File: config.mk
export PLATFORM = sky130hd
export DESIGN_NAME = fetch_top
export DESIGN_NICKNAME = d
export VERILOG_FILES = /design/src/fetch_pkg.sv /design/src/axi_fetch_bridge.sv /design/src/fetch_pc_gen.sv /design/src/fetch_queue.sv /design/src/fetch_top.sv /design/src/instr_predecode.sv
export VERILOG_INCLUDE_DIRS = /design/src
export SDC_FILE = /design/constraint.sdc
export NUM_CORES = 1
export LEC_CHECK = 0
export BUFFER_PORTS_ARGS = -buffer_cell sky130_fd_sc_hd__buf_4
export CORE_ASPECT_RATIO = 0.5
export CORE_MARGIN = 2
export CORE_UTILIZATION = 50
export DETAILED_ROUTE_END_ITERATION = 7
export PLACE_DENSITY = 0.73
export RECOVER_POWER = 25
export SETUP_SLACK_MARGIN = 0.2
export SYNTH_ARGS = -nofsm -noshare
export SYNTH_HDL_FRONTEND = slang
export SYNTH_HIERARCHICAL = 1
export SYNTH_SLANG_ARGS = --single-unit
File: constraint.sdc
create_clock -name clock -period 3.4 [get_ports clock]
set_input_delay 0.34 -clock clock [delete_from_list [all_inputs] [get_ports clock]]
set_output_delay 0.34 -clock clock [all_outputs]
set_load 0.1 [all_outputs]
File: src/fetch_macros.svh
`ifndef FETCH_MACROS_SVH
`define FETCH_MACROS_SVH

// address and instruction width
`define XLEN 32

// first fetch address out of reset
`define RESET_PC 32'h8000_0000

// fetch queue entries, power of two only
`define FETCH_QUEUE_DEPTH 4

// arprot bit 2 = instruction, bit 1 = secure (0), bit 0 = unprivileged (0)
`define AXI_PROT_INSTR 3'b100

// rresp codes
`define AXI_RESP_OKAY 2'b00

`endif

File: src/fetch_pkg.sv
`default_nettype none

package fetch_pkg;

`include "fetch_macros.svh"

    // pc generator -> bridge
    typedef struct packed {
        logic [`XLEN-1:0] pc;
    } fetch_req_t;

    // bridge -> queue -> predecoder
    typedef struct packed {
        logic [`XLEN-1:0] pc;
        logic [`XLEN-1:0] instr;
        logic             bus_err;   // rresp was not okay
    } fetch_rsp_t;

    // axi4-lite read address payload
    typedef struct packed {
        logic [`XLEN-1:0] addr;
        logic [2:0]       prot;
    } axi_ar_t;

    // axi4-lite read data payload
    typedef struct packed {
        logic [`XLEN-1:0] data;
        logic [1:0]       resp;
    } axi_r_t;

    typedef enum logic [3:0] {
        CLS_OP      = 4'd0,
        CLS_OP_IMM  = 4'd1,
        CLS_LOAD    = 4'd2,
        CLS_STORE   = 4'd3,
        CLS_BRANCH  = 4'd4,
        CLS_JAL     = 4'd5,
        CLS_JALR    = 4'd6,
        CLS_LUI     = 4'd7,
        CLS_AUIPC   = 4'd8,
        CLS_SYSTEM  = 4'd9,
        CLS_ILLEGAL = 4'd10,
        CLS_FAULT   = 4'd11   // bus error on fetch
    } instr_class_e;

    // handed to the decode stage
    typedef struct packed {
        logic [`XLEN-1:0] pc;
        logic [`XLEN-1:0] instr;
        instr_class_e     cls;
        logic [4:0]       rd;
        logic [4:0]       rs1;
        logic [4:0]       rs2;
        logic [`XLEN-1:0] imm;     // sign-extended
    } decoded_t;

endpackage

`default_nettype wire

File: src/axi_fetch_bridge.sv
`timescale 1ns/100ps
`default_nettype none

`include "fetch_macros.svh"

module axi_fetch_bridge import fetch_pkg::*; (
    input  logic       clock,
    input  logic       reset,
    input  logic       redirect_i,
    // request from pc generator
    input  logic       req_valid_i,
    input  fetch_req_t req_i,
    output logic       req_ready_o,
    // axi4-lite read address
    output logic       ar_valid_o,
    output axi_ar_t    ar_o,
    input  logic       ar_ready_i,
    // axi4-lite read data
    input  logic       r_valid_i,
    input  axi_r_t     r_i,
    output logic       r_ready_o,
    // response toward fetch queue
    output logic       rsp_valid_o,
    output fetch_rsp_t rsp_o,
    input  logic       rsp_ready_i
);

    // gray-ish encoding, one bit flips per step
    typedef enum logic [1:0] {
        ST_IDLE = 2'b00,
        ST_AR   = 2'b01,    // address wait
        ST_R    = 2'b11,    // data wait
        ST_RSP  = 2'b10     // response hold
    } state_e;

    state_e           state_q, state_d;
    logic             stale_q;        // read abandoned by a redirect
    logic [`XLEN-1:0] addr_q;
    fetch_rsp_t       rsp_q;
    logic             req_fire;
    logic             r_fire;
    logic             busy;

    assign req_ready_o = (state_q == ST_IDLE);
    assign req_fire    = req_valid_i && req_ready_o;
    assign r_fire      = r_valid_i && r_ready_o;
    assign busy        = (state_q == ST_AR) || (state_q == ST_R);

    always_ff @(posedge clock or negedge reset) begin
        if (!reset) begin
            state_q <= ST_IDLE;
        end else begin
            state_q <= state_d;
        end
    end

    always_comb begin
        state_d = state_q;
        case (state_q)
            ST_IDLE: if (req_fire) state_d = ST_AR;
            ST_AR:   if (ar_ready_i) state_d = ST_R;
            ST_R: begin
                // stale data completes on the bus, then is dropped
                if (r_valid_i) state_d = (stale_q || redirect_i) ? ST_IDLE : ST_RSP;
            end
            ST_RSP:  if (rsp_ready_i || redirect_i) state_d = ST_IDLE;
            default: state_d = ST_IDLE;
        endcase
    end

    // stale flag
    // a request taken on the redirect edge carries an old pc
    always_ff @(posedge clock or negedge reset) begin
        if (!reset) begin
            stale_q <= 1'b0;
        end else if (req_fire) begin
            stale_q <= redirect_i;
        end else if (r_fire) begin
            stale_q <= 1'b0;              // read retired
        end else if (redirect_i && busy) begin
            stale_q <= 1'b1;
        end
    end

    // payload registers
    always_ff @(posedge clock) begin
        if (req_fire) begin
            addr_q <= req_i.pc;           // held for the whole ar phase
        end
        if (r_fire) begin
            rsp_q.pc      <= addr_q;
            rsp_q.instr   <= r_i.data;
            rsp_q.bus_err <= (r_i.resp != `AXI_RESP_OKAY);  // slverr / decerr
        end
    end

    assign ar_valid_o  = (state_q == ST_AR);
    assign ar_o.addr   = addr_q;
    assign ar_o.prot   = `AXI_PROT_INSTR;
    assign r_ready_o   = (state_q == ST_R);
    assign rsp_valid_o = (state_q == ST_RSP);
    assign rsp_o       = rsp_q;

    // axi rule: address payload frozen until accepted
    a_ar_stable: assert property (@(posedge clock) disable iff (!reset)
        (ar_valid_o && !ar_ready_i) |=> (ar_valid_o && $stable(ar_o)))
        else $error("bridge: ar payload changed before handshake");

    // one read in flight, never overlaps a held response
    a_one_outstanding: assert property (@(posedge clock) disable iff (!reset)
        !(rsp_valid_o && ar_valid_o))
        else $error("bridge: ar_valid while response held");

endmodule

`default_nettype wire

File: src/fetch_pc_gen.sv
`timescale 1ns/100ps
`default_nettype none

`include "fetch_macros.svh"

module fetch_pc_gen import fetch_pkg::*; (
    input  logic             clock,
    input  logic             reset,
    input  logic             redirect_i,      // taken branch or trap
    input  logic [`XLEN-1:0] redirect_pc_i,
    output logic             req_valid_o,
    output fetch_req_t       req_o,
    input  logic             req_ready_i
);

    logic [`XLEN-1:0] pc_q;       // next address to fetch
    logic             valid_q;    // low only while in reset
    logic             req_fire;

    assign req_fire = req_valid_o && req_ready_i;

    // pc register
    // redirect wins over the sequential step
    always_ff @(posedge clock or negedge reset) begin
        if (!reset) begin
            pc_q <= `RESET_PC;
        end else if (redirect_i) begin
            pc_q <= redirect_pc_i;          // restart at new target
        end else if (req_fire) begin
            pc_q <= pc_q + 'd4;             // sequential, no compressed
        end
    end

    // valid comes up on the first edge after reset release
    always_ff @(posedge clock or negedge reset) begin
        if (!reset) begin
            valid_q <= 1'b0;
        end else begin
            valid_q <= 1'b1;
        end
    end

    assign req_valid_o = valid_q;
    assign req_o.pc    = pc_q;   // offered continuously

endmodule

`default_nettype wire

File: src/fetch_queue.sv
`timescale 1ns/100ps
`default_nettype none

`include "fetch_macros.svh"

module fetch_queue import fetch_pkg::*; #(
    parameter type entry_t = fetch_rsp_t
) (
    input  logic   clock,
    input  logic   reset,
    input  logic   flush_i,         // redirect, drop everything
    input  logic   push_valid_i,
    input  entry_t push_data_i,
    output logic   push_ready_o,
    output logic   pop_valid_o,
    output entry_t pop_data_o,
    input  logic   pop_ready_i
);

    localparam int DEPTH = `FETCH_QUEUE_DEPTH;
    localparam int PTR_W = $clog2(DEPTH);   // pointers wrap for free

    entry_t           mem_q [DEPTH];
    logic [PTR_W-1:0] wr_ptr_q;
    logic [PTR_W-1:0] rd_ptr_q;
    logic [PTR_W:0]   count_q;          // one extra bit to tell full
    logic             push_fire;
    logic             pop_fire;

    assign push_ready_o = (count_q != DEPTH[PTR_W:0]);
    assign pop_valid_o  = (count_q != '0);
    assign push_fire    = push_valid_i && push_ready_o;
    assign pop_fire     = pop_valid_o && pop_ready_i;
    assign pop_data_o   = mem_q[rd_ptr_q];    // head entry

    // storage, no reset
    always_ff @(posedge clock) begin
        if (push_fire && !flush_i) begin
            mem_q[wr_ptr_q] <= push_data_i;
        end
    end

    // pointers and occupancy
    always_ff @(posedge clock or negedge reset) begin
        if (!reset) begin
            wr_ptr_q <= '0;
            rd_ptr_q <= '0;
            count_q  <= '0;
        end else if (flush_i) begin
            wr_ptr_q <= '0;                   // push and pop on this edge are lost
            rd_ptr_q <= '0;
            count_q  <= '0;
        end else begin
            if (push_fire) wr_ptr_q <= wr_ptr_q + 1'b1;
            if (pop_fire) rd_ptr_q <= rd_ptr_q + 1'b1;
            case ({push_fire, pop_fire})
                2'b10:   count_q <= count_q + 1'b1;
                2'b01:   count_q <= count_q - 1'b1;
                default: count_q <= count_q;  // both or neither
            endcase
        end
    end

    // last entry popped with nothing pushed leaves the queue empty
    a_no_pop_empty: assert property (@(posedge clock) disable iff (!reset)
        (pop_fire && !push_fire && !flush_i && count_q == 1) |=> !pop_valid_o)
        else $error("queue: pop from an empty queue");

    a_count_bound: assert property (@(posedge clock) disable iff (!reset)
        count_q <= DEPTH)
        else $error("queue: occupancy above depth");

endmodule

`default_nettype wire

File: src/fetch_top.sv
`timescale 1ns/100ps
`default_nettype none

`include "fetch_macros.svh"

module fetch_top import fetch_pkg::*; (
    input  logic             clock,
    input  logic             reset,
    input  logic             redirect_i,
    input  logic [`XLEN-1:0] redirect_pc_i,
    // axi4-lite read port
    output logic             ar_valid_o,
    output axi_ar_t          ar_o,
    input  logic             ar_ready_i,
    input  logic             r_valid_i,
    input  axi_r_t           r_i,
    output logic             r_ready_o,
    // decode stage port
    output logic             dec_valid_o,
    output decoded_t         dec_o,
    input  logic             dec_ready_i
);

    logic       req_valid, req_ready;   // pc_gen -> bridge
    fetch_req_t req;
    logic       rsp_valid, rsp_ready;   // bridge -> queue
    fetch_rsp_t rsp;
    logic       q_valid, q_ready;       // queue -> predecoder
    fetch_rsp_t q_data;

    fetch_pc_gen pc_gen_inst (
        .clock         (clock),
        .reset         (reset),
        .redirect_i    (redirect_i),
        .redirect_pc_i (redirect_pc_i),
        .req_valid_o   (req_valid),
        .req_o         (req),
        .req_ready_i   (req_ready)
    );

    axi_fetch_bridge bridge_inst (
        .clock       (clock),
        .reset       (reset),
        .redirect_i  (redirect_i),
        .req_valid_i (req_valid),
        .req_i       (req),
        .req_ready_o (req_ready),
        .ar_valid_o  (ar_valid_o),
        .ar_o        (ar_o),
        .ar_ready_i  (ar_ready_i),
        .r_valid_i   (r_valid_i),
        .r_i         (r_i),
        .r_ready_o   (r_ready_o),
        .rsp_valid_o (rsp_valid),
        .rsp_o       (rsp),
        .rsp_ready_i (rsp_ready)
    );

    fetch_queue #(
        .entry_t (fetch_rsp_t)
    ) queue_inst (
        .clock        (clock),
        .reset        (reset),
        .flush_i      (redirect_i),   // flush on redirect
        .push_valid_i (rsp_valid),
        .push_data_i  (rsp),
        .push_ready_o (rsp_ready),
        .pop_valid_o  (q_valid),
        .pop_data_o   (q_data),
        .pop_ready_i  (q_ready)
    );

    instr_predecode predecode_inst (
        .clock       (clock),
        .reset       (reset),
        .redirect_i  (redirect_i),
        .in_valid_i  (q_valid),
        .in_i        (q_data),
        .in_ready_o  (q_ready),
        .out_valid_o (dec_valid_o),
        .out_o       (dec_o),
        .out_ready_i (dec_ready_i)
    );

endmodule

`default_nettype wire

File: src/instr_predecode.sv
`timescale 1ns/100ps
`default_nettype none

`include "fetch_macros.svh"

module instr_predecode import fetch_pkg::*; (
    input  logic       clock,
    input  logic       reset,
    input  logic       redirect_i,
    input  logic       in_valid_i,
    input  fetch_rsp_t in_i,
    output logic       in_ready_o,
    output logic       out_valid_o,
    output decoded_t   out_o,
    input  logic       out_ready_i
);

    decoded_t out_q;
    logic     valid_q;
    logic     load;

    // rv32i base opcode map, compressed not supported
    function automatic decoded_t predecode(input fetch_rsp_t rsp);
        decoded_t         d;
        logic [`XLEN-1:0] ins;
        ins     = rsp.instr;
        d.pc    = rsp.pc;
        d.instr = ins;
        d.rd    = ins[11:7];     // fixed fields, valid or not
        d.rs1   = ins[19:15];
        d.rs2   = ins[24:20];
        if (rsp.bus_err) begin
            d.cls = CLS_FAULT;
        end else if (ins[1:0] != 2'b11) begin
            d.cls = CLS_ILLEGAL;  // 16-bit encoding
        end else begin
            case (ins[6:2])
                5'b01100: d.cls = CLS_OP;
                5'b00100: d.cls = CLS_OP_IMM;
                5'b00000: d.cls = CLS_LOAD;
                5'b01000: d.cls = CLS_STORE;
                5'b11000: d.cls = CLS_BRANCH;
                5'b11011: d.cls = CLS_JAL;
                5'b11001: d.cls = CLS_JALR;
                5'b01101: d.cls = CLS_LUI;
                5'b00101: d.cls = CLS_AUIPC;
                5'b11100: d.cls = CLS_SYSTEM;
                default:  d.cls = CLS_ILLEGAL;
            endcase
        end
        case (d.cls)
            CLS_OP_IMM, CLS_LOAD, CLS_JALR: d.imm = {{20{ins[31]}}, ins[31:20]};
            CLS_STORE:  d.imm = {{20{ins[31]}}, ins[31:25], ins[11:7]};
            CLS_BRANCH: d.imm = {{19{ins[31]}}, ins[31], ins[7], ins[30:25], ins[11:8], 1'b0};
            CLS_LUI, CLS_AUIPC: d.imm = {ins[31:12], 12'b0};
            CLS_JAL:    d.imm = {{11{ins[31]}}, ins[31], ins[19:12], ins[20], ins[30:21], 1'b0};
            default:    d.imm = '0;   // r-type, system, illegal, fault
        endcase
        return d;
    endfunction

    // take a new entry when empty or when the current one leaves
    assign in_ready_o = !valid_q || out_ready_i;
    assign load       = in_valid_i && in_ready_o;

    always_ff @(posedge clock or negedge reset) begin
        if (!reset) begin
            valid_q <= 1'b0;
        end else if (redirect_i) begin
            valid_q <= 1'b0;            // wrong-path word
        end else if (load) begin
            valid_q <= 1'b1;
        end else if (out_ready_i) begin
            valid_q <= 1'b0;
        end
    end

    always_ff @(posedge clock) begin
        if (load) out_q <= predecode(in_i);
    end

    assign out_valid_o = valid_q;
    assign out_o       = out_q;

    // decode register frozen while the decode stage stalls
    a_out_hold: assert property (@(posedge clock) disable iff (!reset)
        (out_valid_o && !out_ready_i && !redirect_i) |=> (out_valid_o && $stable(out_o)))
        else $error("predecode: output changed while stalled");

endmodule

`default_nettype wire

Word level (Yosys, flattened, before mapping)
Memory sizes are Yosys's and may differ from the RTL's.
Index checks and enable logic that the tools add are counted.
{ "op_classes": {"add_sub_neg": 5, "n_eq_ne": 19, "muxes": 26, "reduce_logical": 24} }
{ "op_table": {"columns": ["operator", "count"], "rows": [
  ["$pmux W32 S5", 1],
  ["$mux W32", 2],
  ["$add A32 B3 Y32 const B", 1],
  ["$mux W2", 9],
  ["$eq A4 B3 Y1 const B", 4],
  ["$mux W4", 3],
  ["$reduce_bool A3 Y1", 4],
  ["$eq A4 B2 Y1 const B", 2],
  ["$mux W1", 8],
  ["$ne A2 B2 Y1 const B", 4],
  ["$pmux W2 S4", 1],
  ["$reduce_bool A2 Y1", 4],
  ["$eq A2 B2 Y1 const B", 3],
  ["$logic_and A1 B1 Y1", 6],
  ["$pmux W3 S2", 1],
  ["$add A2 B1 Y2 const B", 2],
  ["$eq A2 B1 Y1 const B", 2],
  ["$eq A4 B1 Y1 const B", 1],
  ["$eq A4 B4 Y1 const B", 1],
  ["$logic_or A1 B1 Y1", 4],
  ["$reduce_and A4 Y1", 1],
  ["$add A3 B1 Y3 const B", 1],
  ["$mux W3", 1],
  ["$ne A3 B3 Y1 const B", 1],
  ["6 further kinds", 7]
]} }
{ "totals": {"ff_bits": 256, "ram_bits": 260, "mem_bits_ro": 128, "input_bits": 72, "output_inout_bits": 153, "word_cells": 95, "memories": 2} }
{ "memory_table": {"columns": ["name", "words", "word_bits", "read_ports", "rd_ports_with_merged_regs", "write_ports", "line_no", "source"], "rows": [
  ["queue_inst.mem_q", 4, 65, 1, 0, 1, "fetch_queue.sv:23", "entry_t mem_q [DEPTH];"],
  ["(name not given)", 32, 4, 1, 0, 0, "instr_predecode.sv:37", "case (ins[6:2])"]
]} }

Depth between registers and ports, before layout
Gate-level depths: netlist (run 1).
An unclocked memory read counts as a cell.
{ "depth": {"ltp_word": 8, "ltp_mapped": 12, "ltp_nobuf": 9} }

Cells and area by module
The synthesis (run 1) kept the hierarchy.
{ "modules_own_cells": {"columns": ["mod", "n_inst", "cells_per_inst", "area_per_inst_um2"], "rows": [
  ["fetch_queue", 1, 403, 9974.6],
  ["instr_predecode", 1, 252, 4130.2],
  ["axi_fetch_bridge", 1, 128, 3173.0],
  ["fetch_pc_gen", 1, 190, 1824.2]
]} }

Least setup slack after synthesis (run 1)
No wires, ideal clock.
{ "synth_path": {"path_kind": "reg-to-reg", "start": "register predecode_inst.valid_q, in the netlist predecode_inst/out_valid_o", "end": "register predecode_inst.out_q, in the netlist predecode_inst/out_o[0] (enable)", "arrival_ns": 3.380, "required_time_ns": 2.930, "setup_slack_ns": -0.450, "path_stages_with_launch": 3, "path_buffers": 0, "period_less_slack_ns": 3.850, "cell_sequence": "dfrtp_1 nand2b_1 and2_1"} }
{ "synth_between": {"elab_chain_cells": 3} }
{ "synth_lines": {"columns": ["element", "line_no", "source"], "rows": [
  ["start: declaration", "instr_predecode.sv:19", "logic valid_q;"],
  ["start signal: assignment", "instr_predecode.sv:68", "valid_q <= 1'b0;"],
  ["start signal: assignment", "instr_predecode.sv:70", "valid_q <= 1'b0;"],
  ["start signal: assignment", "instr_predecode.sv:72", "valid_q <= 1'b1;"],
  ["$logic_not A1 Y1", "instr_predecode.sv:63", "assign in_ready_o = !valid_q || out_ready_i;"],
  ["$logic_or A1 B1 Y1", "instr_predecode.sv:63", null],
  ["via q_ready", "fetch_top.sv:28", "logic q_valid, q_ready;"],
  ["$logic_and A1 B1 Y1", "instr_predecode.sv:64", "assign load = in_valid_i && in_ready_o;"],
  ["via predecode_inst.load", "instr_predecode.sv:20", "logic load;"],
  ["end signal: assignment", "instr_predecode.sv:79", "if (load) out_q <= predecode(in_i);"],
  ["end: declaration", "instr_predecode.sv:18", "decoded_t out_q;"]
]} }
The timed path passes the listed nets, and every way through them passes these cells.
A chain may end at the register's enable or synchronous reset.

==> out/metrics.cfg, run 1 <==
[status]
status = finished, final reports clean

[grt]
grt_start_max_net_pins = 72
grt_pass1_wl_um = 61600
track_usage = 0.208
grt.overflow.total = 0
grt_pass1_vias = 10200
antenna_found_initial = 2

[drt]
drt_pre_antenna_iters = 5
dr_total_vias = 10000
wire_per_inst_um = 23.0
dr.first_iter.drc_count = 874
vias_per_cell = 5.62
wl_um = 41100
drtAntennaViolNets = 0
post-route-drc-count = 0

[logic_synthesis]
synth-main-ff-cell = edfxtp_1
ys_seq_area_frac = 0.776
yosys_warnings = 6
mappedNetlistArea_um2 = 19100
synthArstFlopShare = 0.0878
ys_types = 83
syn-instance-count = 973
syn_area_per_cell_um2 = 19.6
synth-seq-cells = 501
synth-edff-count = 457

[die]
dieArea_um2 = 39900
die_w_um = 280
core-area_um2 = 37500
start_util = 0.509
dieHeight_um = 142
rows = 50
io_pins = 225

[timing]
setup_viol = 0
tightest_slew_ns = 1.04
hold_viol_final = 0
tns_ns = 0
clock_skew_ns = 0.0252
finalCritPeriodShare = 0.923
relSlewSlack = 0.305
rsz0062_at_grt = yes
timing.fmax_mhz = 319
drv_slew = 0
fin_crit_ns = 3.14
fin_ws_ns = 0.263

[layout]
nNetsFinal = 1344
mostFrequentLayoutCells = edfxtp_1, buf_4, mux4_2
layoutNonFillerInstCount = 1786
layout_commonest_cell = edfxtp_1
syn_to_final_growth_pct = 21.2
drive_gt1_frac = 0.328
post-route-util = 0.617

[placed_design]
dp_hpwl_um = 25700
place_inst = 1656
port-buffer-count = 221
gp_congestion = 0.849
pre_cts_slack_ns = 0.127

[job]
cap_violations = 0

[critical_path]
crit_chain = mux4_2 -> buf_4 -> ha_1 -> mux2_2 -> a32o_2 -> a2111o_1 -> nand4_1 -> o211ai_1
worstPathArrival_ns = 3.40
crit_type = flop to flop
required_ns = 3.66
path_buf_inv = 1
start_kind = flop
cp_slowest_stage_delay_ns = 0.57
critical-path-top-delay-family = compound AO/OA/AOI/OAI gates
crit_path_end_kind = flop
path_max_fanout = 9
cp_slowest_cell = mux4_2

[cts]
insertion_delay_ns = 0.55
htreeDepth = 2
cts.clk_slew.worst_paths_ns = 0.07
cts_tree = built
clock-root-buffer = clkbuf_16
cts_inserted_buffers = 42
clock-sinks = 501
clock_path_buffers = 3

[min_path]
hold_class = primary input to flop

==> synthesized netlist by cell type (10+ instances only) <==
cell type,number,share of area
nor2_1,20,0.0039
buf_4,26,0.010
o211ai_1,10,0.0039
xnor2_1,10,0.0046
mux4_2,65,0.077
ha_1,10,0.0066
buf_2,12,0.0031
edfxtp_1,457,0.72
inv_1,12,0.0024
o21ai_1,13,0.0034
and2_1,12,0.0039
xor2_1,23,0.011
a21o_1,12,0.0047
nand2_1,43,0.0084
o21ai_0,22,0.0058
dfrtp_1,43,0.056
nand4_1,26,0.0085
clkbuf_1,11,0.0022
nand3_1,22,0.0058
==> worst reg2reg max path: cells and delay by family (launching register included) <==
| kind | cells | cell delay [ns] |
|---|---|---|
| compound gates | 3 | 1.02 |
| mux | 2 | 0.84 |
| flops | 1 | 0.49 |
| buf+inv | 1 | 0.18 |
| fa+ha+maj | 1 | 0.18 |
| simple gates | 1 | 0.16 |
==> stage by stage <==
stage / hold WS [ns] / cell area, um2
after floorplan: 0.0444 / 19100
after global placement: 0.399 / 21200
after detailed placement: 0.404 / 21200
after CTS: 0.000514 / 23100
after global routing: 0.00743 / 23100
final: 0.0145 / 23100
==> layer usage <==
metal,up-vias,wire length (um),track usage
met2,333,21300,0.353
met4,0,956,0.0690
met1,5231,16500,0.275
met5,-,0,0
met3,65,2370,0.0355
li1,4412,-,-
==> cells by family (layout without fill, tap and decap cells) <==
logic type	after synthesis	in the layout	synth area share
DFF	501	501	0.776
and+or+nand+nor	179	179	0.0570
AOI/OAI and AO/OA	100	100	0.0368
muxes	73	73	0.0813
buffers and inverters	73	390	0.0255
xor gates and xnor gates	33	33	0.0151
adders and majority gates	11	11	0.00760
other	3	5	0.000589
==> area by class of cell <==
| class | instances | area, um2 |
|---|---|---|
| antenna | 1 | 2.50 |
| clock buffer | 59 | 1200 |
| clock inverter | 15 | 178 |
| fill | 2600 | 14400 |
| inverter | 14 | 55.1 |
| multi-input combinational | 400 | 3830 |
| sequential | 501 | 14800 |
| tap | 494 | 618 |
| timing repair buffer | 302 | 2430 |
==> state kept, by name, summed over array words and instances, names as in the netlist <==
name and cells:
queue_inst/rd_ptr_q 2, bridge_inst/state_q 2, queue_inst/wr_ptr_q 2, pc_gen_inst/req_valid_o 1, pc_gen_inst/req_o 32, bridge_inst/addr_q 32, bridge_inst/rsp_o 65, queue_inst/count_q 3
predecode_inst/out_o 100, queue_inst/mem_q 260, bridge_inst/stale_q 1, predecode_inst/out_valid_o 1
==> final timing paths <==
check	cells past startpoint	slack [ns]	endpoint	from
hold / removal	3	0.01	pc_gen_inst/req_o[12]$_DFFE_PN0N_	redirect_pc_i[12]
setup reg to reg	8	0.26	predecode_inst/out_o[14]$_DFFE_PP_	queue_inst/rd_ptr_q[0]$_DFFE_PN0P_
min in group asynchronous	2	0.39	pc_gen_inst/req_o[1]$_DFFE_PN0P_	reset
max in group asynchronous	2	2.47	queue_inst/rd_ptr_q[1]$_DFFE_PN0P_	reset
hold reg to reg	0	0.45	bridge_inst/rsp_o[64]$_DFFE_PP_	bridge_inst/addr_q[31]$_DFFE_PP_
setup / recovery	8	0.26	predecode_inst/out_o[14]$_DFFE_PP_	queue_inst/rd_ptr_q[0]$_DFFE_PN0P_
==> what timing repair did <==
item	4_1_cts	5_1_grt
setup endpoints to repair	6	30
hold buffers	49	0
setup buffers	0	6
endpoints found under the hold margin	91	0
gates resized for setup	3	9
pin swaps	1	5
cloned	0	0
Power of run 1 is not shown: default switching activity piles up to over one toggle a cycle in this logic, so the estimate is an artifact.
==> run 2, diff against run 1 <==
--- a/config.mk
+++ b/config.mk
@@ -8,7 +8,6 @@
 export LEC_CHECK = 0
 export BUFFER_PORTS_ARGS = -buffer_cell sky130_fd_sc_hd__buf_4
 export CORE_ASPECT_RATIO = 0.5
-export CORE_MARGIN = 2
 export CORE_UTILIZATION = 50
 export DETAILED_ROUTE_END_ITERATION = 7
 export PLACE_DENSITY = 0.73
==> run 2 against run 1 <==
The flow now finishes with violations (design-rule violations). Via count is 1.1% lower. Cell area rose by 0.49%. Worst setup slack gained 0.044 ns. Critical path depth up 2.
==> out/metrics.cfg, run 2 (synthesized netlist as in run 1, its figures left out) <==
[status]
status = finished, violations left
violations = design-rule violations

[layout]
nFillCells = 2624  ; +0.92%
layout_commonest_cell = edfxtp_1
antenna_cells = 0  ; -1
syn_to_final_growth_pct = 21.8
largest-register = queue_inst/mem_q
largest_register_ffs = 260  ; unchanged
drive_gt1_frac = 0.331  ; +0.00286
seqCellArea_um2 = 14800  ; unchanged
multi_input_area_um2 = 3860  ; +0.92%
nNetsFinal = 1353  ; +0.67%
mostFrequentLayoutCells = edfxtp_1, buf_4, mux4_2

[cts]
clock_path_buffers = 3  ; unchanged
cts_tree = built
clock-sinks = 501  ; unchanged
cts.clk_slew.worst_paths_ns = 0.06  ; about the same
clock-root-buffer = clkbuf_16
cts_inserted_buffers = 43  ; +2.4%
htreeDepth = 2  ; unchanged
insertion_delay_ns = 0.55  ; about the same

[timing]
fin_crit_ns = 3.09  ; -0.0440 ns
rsz0062_at_grt = no
clock_skew_ns = 0.0132  ; -0.0120 ns
hold_viol_final = 0  ; unchanged
tns_ns = 0  ; unchanged
drv_slew = 0  ; unchanged
relSlewSlack = 0.435  ; +0.129
setup_viol = 0  ; unchanged
tightest_slew_ns = 0.848  ; -0.194 ns
finalCritPeriodShare = 0.910  ; -0.0129
timing.fmax_mhz = 323  ; +1.4%

[placed_design]
gp_congestion = 0.853  ; +0.44%
dp_hpwl_um = 25200  ; -1.9%
port-buffer-count = 221  ; unchanged

[min_path]
hold_class = primary input to flop

[critical_path]
crit_type = flop to flop
worstPathArrival_ns = 3.40  ; about the same
start_kind = flop
path_max_fanout = 13  ; +4
required_ns = 3.70  ; +0.04 ns
crit_path_end_kind = flop

[drt]
wl_um = 40100  ; -2.5%
drtAntennaViolNets = 0  ; unchanged
drt_pre_antenna_iters = 8  ; +3
post-route-drc-count = 1  ; +1
dr_total_vias = 9935  ; -1.1%
vias_per_cell = 5.53  ; -1.7%
dr.first_iter.drc_count = 707  ; -19%
wire_per_inst_um = 22.3  ; -3.2%

[grt]
grt_start_max_net_pins = 72  ; unchanged
grt_pass1_wl_um = 60000  ; -2.6%
grt_pass1_vias = 10200  ; -0.25%
antenna_found_initial = 0  ; -2
track_usage = 0.203  ; -0.00459
grt.overflow.total = 0  ; unchanged

[die]
dieArea_um2 = 39000  ; -2.1%
core-area_um2 = 37500  ; unchanged
rows = 50  ; unchanged
die_w_um = 278  ; -0.71%
dieHeight_um = 140  ; -1.4%
io_pins = 225  ; unchanged
start_util = 0.509  ; unchanged

[job]
cap_violations = 0  ; unchanged

[run 2: cell types whose count changed in the layout (fill, tap and decap cells not counted), sizes merged]
cell         delta
inv             +2
mux4            +1
clkinv          +7
dlygate4sd3     +3
clkinvlp        +1
bufinv          -2
diode           -1
buf             +6
clkbuf          -5
[run 2: what timing repair did]
action,CTS,global route
endpoints found under the hold margin,94,0
cloned,0,1
setup endpoints to repair,14,32
hold buffers,52,0
resized for setup,2,9
pin swaps,0,1
buffers inserted,0,6
[run 2: final timing paths]
check / start / to / slack [ns] / cells after the start
min reg2reg: bridge_inst/addr_q[30]$_DFFE_PP_ / bridge_inst/rsp_o[63]$_DFFE_PP_ / 0.46 / 0
max reg2reg: queue_inst/rd_ptr_q[0]$_DFFE_PN0P_ / predecode_inst/out_o[29]$_DFFE_PP_ / 0.31 / 10
max: queue_inst/rd_ptr_q[0]$_DFFE_PN0P_ / predecode_inst/out_o[29]$_DFFE_PP_ / 0.31 / 10
min in group asynchronous: reset / pc_gen_inst/req_o[1]$_DFFE_PN0P_ / 0.37 / 2
max in group asynchronous: reset / queue_inst/rd_ptr_q[0]$_DFFE_PN0P_ / 2.51 / 2
min: redirect_pc_i[13] / pc_gen_inst/req_o[13]$_DFFE_PN0N_ / 0.01 / 3
[run 2: worst max-delay path: stages, from the launching register on]
cell      delay [ns]
dfrtp_4         0.47
mux4_2          0.57
inv_1           0.14
ha_2            0.18
and4bb_2        0.24
o31a_2          0.35
buf_4           0.20
nor2_2          0.20
a211oi_1        0.13
buf_4           0.19
a21o_1          0.16
[run 2: metal layers]
layer,share of wire,up-vias,global-route usage
li1,-,4458,-
met1,0.41,5131,0.268
met2,0.52,283,0.358
met3,0.050,63,0.0300
met4,0.019,0,0.0489
met5,0,-,0
[run 2: layout make-up]
type,count,area share
clock buffers,56,0.0506
clock inverters,23,0.00802
inverters,14,0.00226
multi-input cells,401,0.166
flip-flops and latches,501,0.638
well taps,494,0.0266
repair buffers,309,0.109
[run 2: through the flow]
step / cells / utilization / worst slack (ns) / hold slack [ns] / cell area (um2)
after floorplan: 974 / - / 0.257 / 0.0444 / 19100
after global placement: 1660 / 0.567 / 0.235 / 0.401 / 21300
after detailed placement: 1660 / 0.567 / 0.193 / 0.400 / 21300
after CTS: 1791 / 0.617 / 0.195 / 0.000363 / 23200
after global routing: 1798 / 0.620 / 0.188 / 0.00906 / 23300
final: 1798 / 0.620 / 0.307 / 0.0144 / 23300
Power of run 2 is left out for the same reason.
